==> src/sincos.mem <==
// One word per table entry: sine [31:16], cosine [15:0], both signed 16-bit
00007FFF
0C8C7F61
18F97D89
25287A7C
30FB7641
3C5670E2
471C6A6D
513362F1
5A825A82
62F15133
6A6D471C
70E23C56
764130FB
7A7C2528
7D8918F9
7F610C8C
7FFF0000
7F61F374
7D89E707
7A7CDAD8
7641CF05
70E2C3AA
6A6DB8E4
62F1AECD
5A82A57E
51339D0F
471C9593
3C568F1E
30FB89BF
25288584
18F98277
0C8C809F
00008001
F374809F
E7078277
DAD88584
CF0589BF
C3AA8F1E
B8E49593
AECD9D0F
A57EA57E
9D0FAECD
9593B8E4
8F1EC3AA
89BFCF05
8584DAD8
8277E707
809FF374
80010000
809F0C8C
827718F9
85842528
89BF30FB
8F1E3C56
9593471C
9D0F5133
A57E5A82
AECD62F1
B8E46A6D
C3AA70E2
CF057641
DAD87A7C
E7077D89
F3747F61
==> src/rtl/nco_cfg_pkg.sv <==
package nco_cfg_pkg;

    // Phase accumulator
    localparam int PHASE_W = 32;

    // Table lookup, addressed by the top phase bits
    localparam int LUT_ADDR_W = 6;
    localparam int LUT_DEPTH = 1 << LUT_ADDR_W;

    // Signed output samples
    localparam int SAMPLE_W = 16;

    // Attenuation as arithmetic right shift, 0 to 7
    localparam int SHIFT_W = 3;

endpackage : nco_cfg_pkg

==> src/rtl/nco_cmd_pkg.sv <==
package nco_cmd_pkg;

    localparam int CMD_DATA_W = 32;

    typedef enum logic [1:0] {
        CMD_NOP       = 2'd0,
        CMD_SET_INC   = 2'd1,
        CMD_SET_SHIFT = 2'd2,
        CMD_SYNC      = 2'd3
    } cmd_op_t;

endpackage : nco_cmd_pkg

==> src/rtl/nco_ctrl_if.sv <==
`timescale 1ns/1ps

interface nco_ctrl_if;
    import nco_cfg_pkg::*;

    logic [PHASE_W-1:0] phase_inc;
    logic [SHIFT_W-1:0] shift;
    // One-cycle pulse after every command
    logic               restart;
    logic               running;

    modport decode_mp (output phase_inc, output shift, output restart, output running);
    modport dp_mp (input phase_inc, input shift, input restart, input running);

endinterface : nco_ctrl_if

==> src/rtl/nco_lane_if.sv <==
`timescale 1ns/1ps

interface nco_lane_if;
    import nco_cfg_pkg::*;

    // Lane 0 at phase p, lane 1 at p plus one increment
    logic signed [SAMPLE_W-1:0] sine0;
    logic signed [SAMPLE_W-1:0] cosine0;
    logic signed [SAMPLE_W-1:0] sine1;
    logic signed [SAMPLE_W-1:0] cosine1;
    logic                       valid;

    modport src_mp (output sine0, output cosine0, output sine1, output cosine1,
                    output valid);
    modport dst_mp (input sine0, input cosine0, input sine1, input cosine1,
                    input valid);

endinterface : nco_lane_if

==> src/rtl/nco_cmd_decode.sv <==
`timescale 1ns/1ps

module nco_cmd_decode (
    input  logic                                   i_clock,
    input  logic                                   i_rst_n,
    input  logic                                   i_cmd_valid,
    input  nco_cmd_pkg::cmd_op_t                   i_cmd_op,
    input  logic [nco_cmd_pkg::CMD_DATA_W-1:0]     i_cmd_data,
    nco_ctrl_if.decode_mp                          ctrl
);
    import nco_cfg_pkg::*;
    import nco_cmd_pkg::*;

    always_ff @(posedge i_clock) begin
        if (!i_rst_n) begin
            ctrl.phase_inc <= '0;
            ctrl.shift     <= '0;
            ctrl.restart   <= 1'b0;
            ctrl.running   <= 1'b0;
        end else begin
            // Every command restarts the stream, NOP included
            ctrl.restart <= i_cmd_valid;
            if (i_cmd_valid) begin
                ctrl.running <= 1'b1;
                case (i_cmd_op)
                    CMD_SET_INC: begin
                        ctrl.phase_inc <= i_cmd_data[PHASE_W-1:0];
                    end
                    CMD_SET_SHIFT: begin
                        ctrl.shift <= i_cmd_data[SHIFT_W-1:0];
                    end
                    CMD_SYNC: begin
                        // Settings kept, restart only
                    end
                    default: begin
                    end
                endcase
            end
        end
    end

    // Commands must be spaced at least two cycles apart
    a_restart_single: assert property (
        @(posedge i_clock) disable iff (!i_rst_n)
        ctrl.restart |=> !ctrl.restart
    ) else $error("restart held for two consecutive cycles");

endmodule : nco_cmd_decode

==> src/rtl/nco_phase_accum.sv <==
`timescale 1ns/1ps

module nco_phase_accum (
    input  logic                                i_clock,
    input  logic                                i_rst_n,
    input  logic                                i_ready,
    nco_ctrl_if.dp_mp                           ctrl,
    output logic [nco_cfg_pkg::LUT_ADDR_W-1:0]  o_addr0,
    output logic [nco_cfg_pkg::LUT_ADDR_W-1:0]  o_addr1,
    output logic                                o_addr_valid
);
    import nco_cfg_pkg::*;

    logic [PHASE_W-1:0] phase0;
    logic [PHASE_W-1:0] phase1;
    logic [PHASE_W-1:0] step;

    // Two samples per clock, so both lanes move by twice the increment
    assign step = ctrl.phase_inc << 1;

    always_ff @(posedge i_clock) begin
        if (!i_rst_n) begin
            phase0       <= '0;
            phase1       <= '0;
            o_addr_valid <= 1'b0;
        end else if (ctrl.restart) begin
            phase0       <= '0;
            phase1       <= ctrl.phase_inc;
            o_addr_valid <= 1'b1;
        end else if (i_ready && ctrl.running) begin
            phase0 <= phase0 + step;
            phase1 <= phase1 + step;
        end
    end

    assign o_addr0 = phase0[PHASE_W-1 -: LUT_ADDR_W];
    assign o_addr1 = phase1[PHASE_W-1 -: LUT_ADDR_W];

    // Lane spacing follows the increment once the reload has happened
    a_lane_spacing: assert property (
        @(posedge i_clock) disable iff (!i_rst_n)
        $stable(ctrl.phase_inc) |-> (phase1 - phase0 == ctrl.phase_inc)
    ) else $error("lane 1 is not one increment ahead of lane 0");

endmodule : nco_phase_accum

==> src/rtl/nco_sincos_rom.sv <==
`timescale 1ns/1ps

module nco_sincos_rom (
    input  logic                                i_clock,
    input  logic                                i_rst_n,
    input  logic                                i_ready,
    input  logic                                i_restart,
    input  logic [nco_cfg_pkg::LUT_ADDR_W-1:0]  i_addr0,
    input  logic [nco_cfg_pkg::LUT_ADDR_W-1:0]  i_addr1,
    input  logic                                i_addr_valid,
    nco_lane_if.src_mp                          lane
);
    import nco_cfg_pkg::*;

    // Sine in the upper half, cosine in the lower half
    logic [2*SAMPLE_W-1:0] lut_mem [LUT_DEPTH];
    logic [2*SAMPLE_W-1:0] word0;
    logic [2*SAMPLE_W-1:0] word1;

    initial begin
        $readmemh("/design/src/sincos.mem", lut_mem);
    end

    always_ff @(posedge i_clock) begin
        if (i_ready) begin
            word0 <= lut_mem[i_addr0];
            word1 <= lut_mem[i_addr1];
        end
    end

    always_ff @(posedge i_clock) begin
        if (!i_rst_n || i_restart) begin
            lane.valid <= 1'b0;
        end else if (i_ready) begin
            lane.valid <= i_addr_valid;
        end
    end

    assign lane.sine0   = word0[2*SAMPLE_W-1:SAMPLE_W];
    assign lane.cosine0 = word0[SAMPLE_W-1:0];
    assign lane.sine1   = word1[2*SAMPLE_W-1:SAMPLE_W];
    assign lane.cosine1 = word1[SAMPLE_W-1:0];

endmodule : nco_sincos_rom

==> src/rtl/nco_output_stage.sv <==
`timescale 1ns/1ps

module nco_output_stage (
    input  logic        i_clock,
    input  logic        i_rst_n,
    input  logic        i_ready,
    nco_ctrl_if.dp_mp   ctrl,
    nco_lane_if.dst_mp  lane_in,
    nco_lane_if.src_mp  lane_out
);
    import nco_cfg_pkg::*;

    logic signed [SAMPLE_W-1:0] sine0_q;
    logic signed [SAMPLE_W-1:0] cosine0_q;
    logic signed [SAMPLE_W-1:0] sine1_q;
    logic signed [SAMPLE_W-1:0] cosine1_q;
    logic                       scaled_valid;

    // Stage one, attenuation
    always_ff @(posedge i_clock) begin
        if (i_ready) begin
            sine0_q   <= lane_in.sine0 >>> ctrl.shift;
            cosine0_q <= lane_in.cosine0 >>> ctrl.shift;
            sine1_q   <= lane_in.sine1 >>> ctrl.shift;
            cosine1_q <= lane_in.cosine1 >>> ctrl.shift;
        end
    end

    always_ff @(posedge i_clock) begin
        if (!i_rst_n || ctrl.restart) begin
            scaled_valid <= 1'b0;
        end else if (i_ready) begin
            scaled_valid <= lane_in.valid;
        end
    end

    // Stage two, output register
    always_ff @(posedge i_clock) begin
        if (!i_rst_n) begin
            lane_out.sine0   <= '0;
            lane_out.cosine0 <= '0;
            lane_out.sine1   <= '0;
            lane_out.cosine1 <= '0;
            lane_out.valid   <= 1'b0;
        end else begin
            if (ctrl.restart) begin
                lane_out.valid <= 1'b0;
            end else if (i_ready) begin
                lane_out.valid <= scaled_valid;
            end
            if (i_ready) begin
                lane_out.sine0   <= sine0_q;
                lane_out.cosine0 <= cosine0_q;
                lane_out.sine1   <= sine1_q;
                lane_out.cosine1 <= cosine1_q;
            end
        end
    end

    // A pair offered but not taken must not change
    a_stall_stable: assert property (
        @(posedge i_clock) disable iff (!i_rst_n)
        (lane_out.valid && !i_ready) |=> $stable({lane_out.sine0, lane_out.cosine0,
                                                  lane_out.sine1, lane_out.cosine1})
    ) else $error("output pair changed while stalled");

endmodule : nco_output_stage

==> src/rtl/nco2x_top.sv <==
`timescale 1ns/1ps

module nco2x_top (
    input  logic                                    i_clock,
    input  logic                                    i_rst_n,
    input  logic                                    i_cmd_valid,
    input  logic [1:0]                              i_cmd_op,
    input  logic [nco_cmd_pkg::CMD_DATA_W-1:0]      i_cmd_data,
    input  logic                                    i_ready,
    output logic                                    o_valid,
    output logic signed [nco_cfg_pkg::SAMPLE_W-1:0] o_sine0,
    output logic signed [nco_cfg_pkg::SAMPLE_W-1:0] o_cosine0,
    output logic signed [nco_cfg_pkg::SAMPLE_W-1:0] o_sine1,
    output logic signed [nco_cfg_pkg::SAMPLE_W-1:0] o_cosine1
);
    import nco_cfg_pkg::*;
    import nco_cmd_pkg::*;

    cmd_op_t               cmd_op;
    logic [LUT_ADDR_W-1:0] addr0;
    logic [LUT_ADDR_W-1:0] addr1;
    logic                  addr_valid;

    nco_ctrl_if ctrl ();
    nco_lane_if lane_rom ();
    nco_lane_if lane_out ();

    assign cmd_op = cmd_op_t'(i_cmd_op);

    nco_cmd_decode u_nco_cmd_decode (
        .i_clock     (i_clock),
        .i_rst_n     (i_rst_n),
        .i_cmd_valid (i_cmd_valid),
        .i_cmd_op    (cmd_op),
        .i_cmd_data  (i_cmd_data),
        .ctrl        (ctrl)
    );

    nco_phase_accum u_nco_phase_accum (
        .i_clock      (i_clock),
        .i_rst_n      (i_rst_n),
        .i_ready      (i_ready),
        .ctrl         (ctrl),
        .o_addr0      (addr0),
        .o_addr1      (addr1),
        .o_addr_valid (addr_valid)
    );

    nco_sincos_rom u_nco_sincos_rom (
        .i_clock      (i_clock),
        .i_rst_n      (i_rst_n),
        .i_ready      (i_ready),
        .i_restart    (ctrl.restart),
        .i_addr0      (addr0),
        .i_addr1      (addr1),
        .i_addr_valid (addr_valid),
        .lane         (lane_rom)
    );

    nco_output_stage u_nco_output_stage (
        .i_clock  (i_clock),
        .i_rst_n  (i_rst_n),
        .i_ready  (i_ready),
        .ctrl     (ctrl),
        .lane_in  (lane_rom),
        .lane_out (lane_out)
    );

    assign o_valid   = lane_out.valid;
    assign o_sine0   = lane_out.sine0;
    assign o_cosine0 = lane_out.cosine0;
    assign o_sine1   = lane_out.sine1;
    assign o_cosine1 = lane_out.cosine1;

endmodule : nco2x_top

==> config.mk <==
export PLATFORM = sky130hd
export DESIGN_NAME = nco2x_top
export DESIGN_NICKNAME = d
export VERILOG_FILES = /design/src/rtl/nco_cfg_pkg.sv /design/src/rtl/nco_cmd_pkg.sv /design/src/rtl/nco_ctrl_if.sv /design/src/rtl/nco_lane_if.sv /design/src/rtl/nco_cmd_decode.sv /design/src/rtl/nco_phase_accum.sv /design/src/rtl/nco_sincos_rom.sv /design/src/rtl/nco_output_stage.sv /design/src/rtl/nco2x_top.sv
export SDC_FILE = /design/constraint.sdc
export NUM_CORES = 1
export LEC_CHECK = 0
export BUFFER_PORTS_ARGS = -buffer_cell sky130_fd_sc_hd__buf_4
export CORE_ASPECT_RATIO = 1.25
export CORE_MARGIN = 1
export CORE_UTILIZATION = 28
export DETAILED_ROUTE_END_ITERATION = 10
export PLACE_DENSITY = 0.8
export SKIP_CTS_REPAIR_TIMING = 1
export SLEW_MARGIN = 20
export SYNTH_ARGS = -nofsm -noshare
export SYNTH_HDL_FRONTEND = slang
export SYNTH_SLANG_ARGS = --single-unit
==> constraint.sdc <==
create_clock -name i_clock -period 0.8 [get_ports i_clock]
set_clock_uncertainty 0.1 [all_clocks]
set_input_delay 0.16 -clock i_clock [delete_from_list [all_inputs] [get_ports i_clock]]
set_output_delay 0.16 -clock i_clock [all_outputs]
set_load 0.005 [all_outputs]
# Word level (Yosys, flattened, before mapping)
# Index checks and enable logic that the tools add are counted.
dict set report totals {
  mem_count 0
  elab_cells 26
  output_inout_bits 65
  ram_bits 0
  register_bits 200
  rom_bits 0
  latchBits 0
}
dict set report classes {
  bitwise 1
  n_mux 0
  n_reduce_logical 4
  addsub 0
  n_mul 0
  shifts 4
  eq_ne 1
  n_div 0
  order_cmp 0
}
# op n
set ops {}
lappend ops {{16-bit by 3-bit >>> shifter with 16-bit output} 4}
lappend ops {{2-bit equality test (second input constant)} 1}
lappend ops {{2-bit AND reduction} 1}
lappend ops {{2-bit OR reduction} 1}
lappend ops {{1-bit logical NOT} 1}
lappend ops {{1-bit logical OR} 1}
lappend ops {{1-bit inverter} 1}

# Logic depth before layout (Yosys ltp)
# Gate-level depths: netlist (run 1).
dict set report depth {
  word_depth 2
  mapped_depth 2
  mapped_depth_nobuf 2
}

# Cells and area by module
# A second synthesis (run 1) with hierarchy kept.
dict set report unflattened {
  cells_unflattened 1492
  area_unflattened_um2 14038.5
}
# module cells_each instances area_each_um2
set by_module_without_submodules {}
lappend by_module_without_submodules {nco_output_stage 535 1 6407.4}
lappend by_module_without_submodules {nco_phase_accum 734 1 5620.4}
lappend by_module_without_submodules {nco_cmd_decode 155 1 1483.9}
lappend by_module_without_submodules {nco_sincos_rom 68 1 526.8}

# Worst setup path after synthesis (run 1)
# OpenSTA, ideal clock, no wires.
dict set report synth_path {
  path_type {reg2reg}
  from {register u_nco_cmd_decode.ctrl.restart}
  to {register u_nco_output_stage.lane_out.valid}
  required_time_ps 636
  setup_slack_ps 112
  t_arrival_ps 524
  n_path_buf 0
  path_stages_with_launch 3
  cell_sequence {dfxtp_1 nand2b_1 nor2_1}
}
dict set report synth_via {
  elab_chain_len 1
}
# item line
set synth_lines {}
lappend synth_lines {{from (decl)} nco_ctrl_if.sv:12} ;# modport decode_mp (output phase_inc, output shift, output restart, output running);
lappend synth_lines {{from (signal assigned)} nco_cmd_decode.sv:22} ;# ctrl.restart <= i_cmd_valid;
lappend synth_lines {{2-bit OR reduction (no line)} -}
lappend synth_lines {{to (signal assigned)} nco_output_stage.sv:49} ;# lane_out.valid <= scaled_valid;
lappend synth_lines {{to (decl)} nco_lane_if.sv:14} ;# output valid);
# Every way passes these cells.
# A chain may end at the register's enable or synchronous reset.

# Final worst setup path (run 1)
dict set report layout_path {
  from {register u_nco_output_stage.lane_out.valid}
  to {output port o_valid}
}
# item line
set layout_rtl {}
lappend layout_rtl {{to (decl)} nco2x_top.sv:10} ;# output logic o_valid,
# No word-level cell between the ends.

==> impl_metrics.toml, run 1 <==
[global_routing]
grt_first_pass_wirelength_um = 524
grt_max_degree = 4
gr-total-overflow = 0
antenna_found_initial = 0
grt_pass1_vias = 149
grt_usage = 0.0327

[setup_path]
ff2ff_setup_slack_ns = 0.07
r2r-end = "u_nco_output_stage.lane_out.valid$_SDFFE_PP0P_"
worstSetupStartpoint = "u_nco_output_stage.lane_out.valid$_SDFFE_PP0P_"
crit_path_max_fanout = 2
r2r_cells = 2
critical_path_class = "flop to output port"
cp.depth = 1
cp.arrival_ns = 0.66
slowest_stage = "dfxtp_2"
cp_slowest_stage_delay_ns = 0.32
reg2reg_from = "u_nco_cmd_decode.ctrl.restart$_SDFF_PN0_"
path_cells = "buf_6"
cp_top_family = "flip-flops"
startpoint_type = "flop"
critPathCaptureType = "output port"
endpoint = "o_valid"
critical_path_buf_inv_count = 1
cp.required_ns = 0.54

[floorplanning]
start_util = 0.295
dieArea_mm2 = 0.00250
die_w_um = 45.0
placementRows = 19
ios = 103
coreArea_mm2 = 0.00219
die_y_um = 55.7

[sta]
rsz0062_at_grt = "true"
hold_viol = 0
max_freq_mhz = 1090
fin_crit_sh = 1.14
holdWs_ns = 0.0211
fin_crit_ns = 0.915
slew_viol_final = 0
setup_viol = 1
worst_slack_ns = -0.115

[placed_design]
dp_cells = 113
numPortBuffers = 4
place.gp.congestion = 0.505
dp_slack_ns = 0.0799
placed_area_um2 = 470
dp_hpwl_um = 418

[final_layout]
area_growth_pct = -22.3
final_cell_mix = "64 x conb_1, 4 x dfxtp_1"
multi_input_area_um2 = 302
final_common_cell = "conb_1"
nFillCells = 273
drive_above_1_share = 0.0930
instances_no_fill = 117
seqCellArea_um2 = 101
antenna_cells = 0
finalNetCount = 125
final_area_um2 = 502

[clocking]
clock_path_buffers = 2
htree_levels = 1
clk_latency_ns = 0.24
clkSinkCount = 5
numCtsBuffers = 3
cts_tree = "yes"
cts.clk_slew.worst_paths_ns = 0.04
root_buffer = "clkbuf_4"

[synth]
synth_top_cell_by_area = "buf_4"
synth_top_area_frac = 0.744
ys_seq_area_frac = 0.155
postSynthCellCount = 79
synth_warnings = 0
synth_area_per_cell_um2 = 8.17
netlist_area_um2 = 646
synth_area_leaders = "buf_4 74%, dfxtp_1 16%, mux2i_1 4.7%, nor2_1 1.7%, o21a_1 1.2%"
synth.ff_latch_count = 5
synthDistinctLibCells = 8

[detailed_routing]
dr.pass1.iters = 2
drtAntennaViolNets = 0
drc_errors = 0
avgViaCountPerCell = 2.43
vias = 284
post_drt_wl_per_cell_um = 3.88
drt_iter0_drc = 1
wl_um = 454

[power]
p_int_mw = 0.466
vdd_drop_max_mv = 0.573
p_sw_mw = 0.179
pwr_density_cell_mw_per_mm2 = 1280
clkPwrFrac = 0.437
p_leak_nw = 0.313
power_frac_seq = 0.407
p_total_mw = 0.645
switching_share = 0.277
p_comb_frac = 0.155

[outcome]
violations = "setup timing"
outcome = "finished with violations"

[worst_hold_path]
hp-class = "input pin to flop"

[job]
cap_viol_max_count = 0
==> cell usage after synthesis <==
library cell and instances:
dfxtp_1 5, nor2_1 3, and2_1 1, nand2b_1 1, conb_1 1, mux2i_1 3
buf_4 64, o21a_1 1
==> area by class of cell <==
class / instances / area share
tap: 31 / 0.0773
multi-input combinational: 73 / 0.601
clock buffer: 4 / 0.0524
sequential: 5 / 0.202
timing repair buffer: 4 / 0.0673
==> per-layer routing <==
layer	up-vias	GRT usage	routed length, um
met5	-	0	0
met4	0	0.0519	0
met3	0	0.0195	119
met2	42	0.0414	207
met1	116	0.0262	127
li1	126	-	-
==> power by group through the flow <==
stage / clock, mW / combinational, mW / sequential, mW
finish: 0.282 / 0.100 / 0.263
floorplan: 0 / 0.306 / 0.266
detailed placement: 0 / 0.0946 / 0.267
CTS: 0.303 / 0.0947 / 0.262
global route: 0.312 / 0.121 / 0.263
global placement: 0 / 0.0938 / 0.267
==> stage by stage <==
| stage | TNS, ns | utilization |
|---|---|---|
| global placement | 0 | 0.215 |
| CTS | -0.151 | 0.227 |
| floorplan | 0 | - |
| detailed placement | 0 | 0.215 |
| finish | -0.115 | 0.229 |
| global route | -0.138 | 0.229 |
==> kinds of logic (layout without fill, tap and decap cells) <==
kind of cell           count (synthesis)  after routing  share of synthesized area
AO/OA/AOI/OAI                          1              1                     0.0116
flip-flops                             5              5                      0.155
other                                  1             64                    0.00581
buffers and inverters                 64              8                      0.744
multiplexers                           3              3                     0.0465
AND/OR/NAND/NOR                        5              5                     0.0368
==> registers in the layout, indices dropped and copies added, names as in the netlist <==
signal / flops
u_nco_sincos_rom.lane.valid: 1
u_nco_cmd_decode.ctrl.restart: 1
u_nco_phase_accum.o_addr_valid: 1
u_nco_output_stage.lane_out.valid: 1
u_nco_output_stage.scaled_valid: 1
==> worst min path at each step <==
stage	from	to	slack, ns	cells past startpoint
floorplan	i_rst_n	u_nco_phase_accum.o_addr_valid$_SDFFE_PN0P_	0.18	1
global placement	i_cmd_valid	u_nco_cmd_decode.ctrl.restart$_SDFF_PN0_	0.26	2
detailed placement	i_cmd_valid	u_nco_cmd_decode.ctrl.restart$_SDFF_PN0_	0.27	2
CTS	i_cmd_valid	u_nco_cmd_decode.ctrl.restart$_SDFF_PN0_	0.01	2
global route	i_cmd_valid	u_nco_cmd_decode.ctrl.restart$_SDFF_PN0_	0.02	2
finish	i_cmd_valid	u_nco_cmd_decode.ctrl.restart$_SDFF_PN0_	0.02	2
Power figures use the tool's default switching activity.
==> run 2: changes to the inputs <==
- PLACE_DENSITY: 0.8 -> 0.9
==> impl_metrics.toml, run 2 (synthesized netlist as in run 1, its figures left out) <==
[floorplanning]
ios = 103
die_y_um = 55.7
dieArea_mm2 = 0.00250
die_w_um = 45.0
coreArea_mm2 = 0.00219
start_util = 0.295
placementRows = 19

[clocking]
clkSinkCount = 5
clk_latency_ns = 0.24
cts_tree = "yes"
root_buffer = "clkbuf_4"
cts.clk_slew.worst_paths_ns = 0.04
clock_path_buffers = 2
htree_levels = 1
numCtsBuffers = 3

[setup_path]
cp.required_ns = 0.54
critical_path_class = "flop to output port"
path_cells = "buf_6"
r2r_cells = 2
crit_path_max_fanout = 2
cp.arrival_ns = 0.66
startpoint_type = "flop"
critPathCaptureType = "output port"
critical_path_buf_inv_count = 1
r2r-end = "u_nco_sincos_rom.lane.valid$_SDFFE_PP0P_"
cp_top_family = "flip-flops"
slowest_stage = "dfxtp_2"
cp_slowest_stage_delay_ns = 0.32
reg2reg_from = "u_nco_cmd_decode.ctrl.restart$_SDFF_PN0_"
ff2ff_setup_slack_ns = 0.07

[outcome]
outcome = "finished with violations"
violations = "setup timing"

[placed_design]
dp_cells = 113
dp_slack_ns = 0.0687
place.gp.congestion = 0.574
numPortBuffers = 4
dp_hpwl_um = 423
placed_area_um2 = 470

[final_layout]
instances_no_fill = 117
final_common_cell = "conb_1"
final_area_um2 = 502
finalNetCount = 125
nFillCells = 256
drive_above_1_share = 0.0930
final_util = 0.229
antenna_cells = 0
area_growth_pct = -22.3
final_cell_mix = "64 x conb_1, 4 x dfxtp_1"

[power]
p_leak_nw = 0.313
vdd_drop_max_mv = 0.841
pwr_density_cell_mw_per_mm2 = 1300
p_total_mw = 0.651

[sta]
fin_crit_sh = 1.15
fin_crit_ns = 0.923
hold_viol = 0
setup-tns-final_ns = -0.123
setup_viol = 1
slew_viol_final = 0
holdWs_ns = 0.0270
rsz0062_at_grt = "true"
worst_slack_ns = -0.123
max_freq_mhz = 1080

[global_routing]
grt_max_degree = 4
grt_util_met3 = 0.0390
antenna_found_initial = 0
gr-total-overflow = 0
grtUsageMet1 = 0.0301
grt_usage = 0.0365
grt_first_pass_wirelength_um = 593
grt_pass1_vias = 168
busiest_layer = "met2"
grt_use_met2 = 0.0497

[detailed_routing]
drtAntennaViolNets = 0
drc_errors = 0
vias = 292
dr.pass1.iters = 4
avgViaCountPerCell = 2.50
wl_um = 469
post_drt_wl_per_cell_um = 4.01
drt_iter0_drc = 5

[worst_hold_path]
min-delay-start = "i_cmd_valid"
whs_endpoint = "u_nco_cmd_decode.ctrl.restart$_SDFF_PN0_"
hp-class = "input pin to flop"
holdPathStages = 2

[job]
cap_viol_max_count = 0
==> run 2: cell counts in the layout (fill, tap and decap cells not counted) <==
No cell type changed its count.
==> run 2: area by class of cell <==
cell class                 count  area, um2  area share
tap                           31       38.8      0.0773
sequential                     5        101       0.202
multi-input combinational     73        302       0.601
clock buffer                   4       26.3      0.0524
timing repair buffer           4       33.8      0.0673
==> run 2: report_power, final <==
| part | internal (mW) | total (mW) | switching, mW |
|---|---|---|---|
| combinational | 0.0192 | 0.101 | 0.0817 |
| sequential | 0.259 | 0.262 | 0.00377 |
| clock | 0.188 | 0.287 | 0.0990 |
| total | 0.466 | 0.651 | 0.184 |
==> run 2: how the worst max path moves through the flow <==
| stage | from | to | slack, ns | cells past startpoint |
|---|---|---|---|---|
| final | u_nco_output_stage.lane_out.valid$_SDFFE_PP0P_ | o_valid | -0.12 | 1 |
| after global routing | u_nco_output_stage.lane_out.valid$_SDFFE_PP0P_ | o_valid | -0.14 | 1 |
| after CTS | u_nco_output_stage.lane_out.valid$_SDFFE_PP0P_ | o_valid | -0.15 | 1 |
| after detailed placement | i_ready | u_nco_sincos_rom.lane.valid$_SDFFE_PP0P_ | 0.07 | 3 |
| after global placement | i_ready | u_nco_output_stage.scaled_valid$_SDFFE_PP0P_ | 0.09 | 3 |
| after floorplan | u_nco_cmd_decode.ctrl.restart$_SDFF_PN0_ | u_nco_output_stage.lane_out.valid$_SDFFE_PP0P_ | 0.11 | 2 |
==> run 2: routing by layer <==
metal  up-vias  share of wire
met2        45           0.45
met5         -              0
li1        126              -
met4         0              0
met3         0           0.26
met1       121           0.29
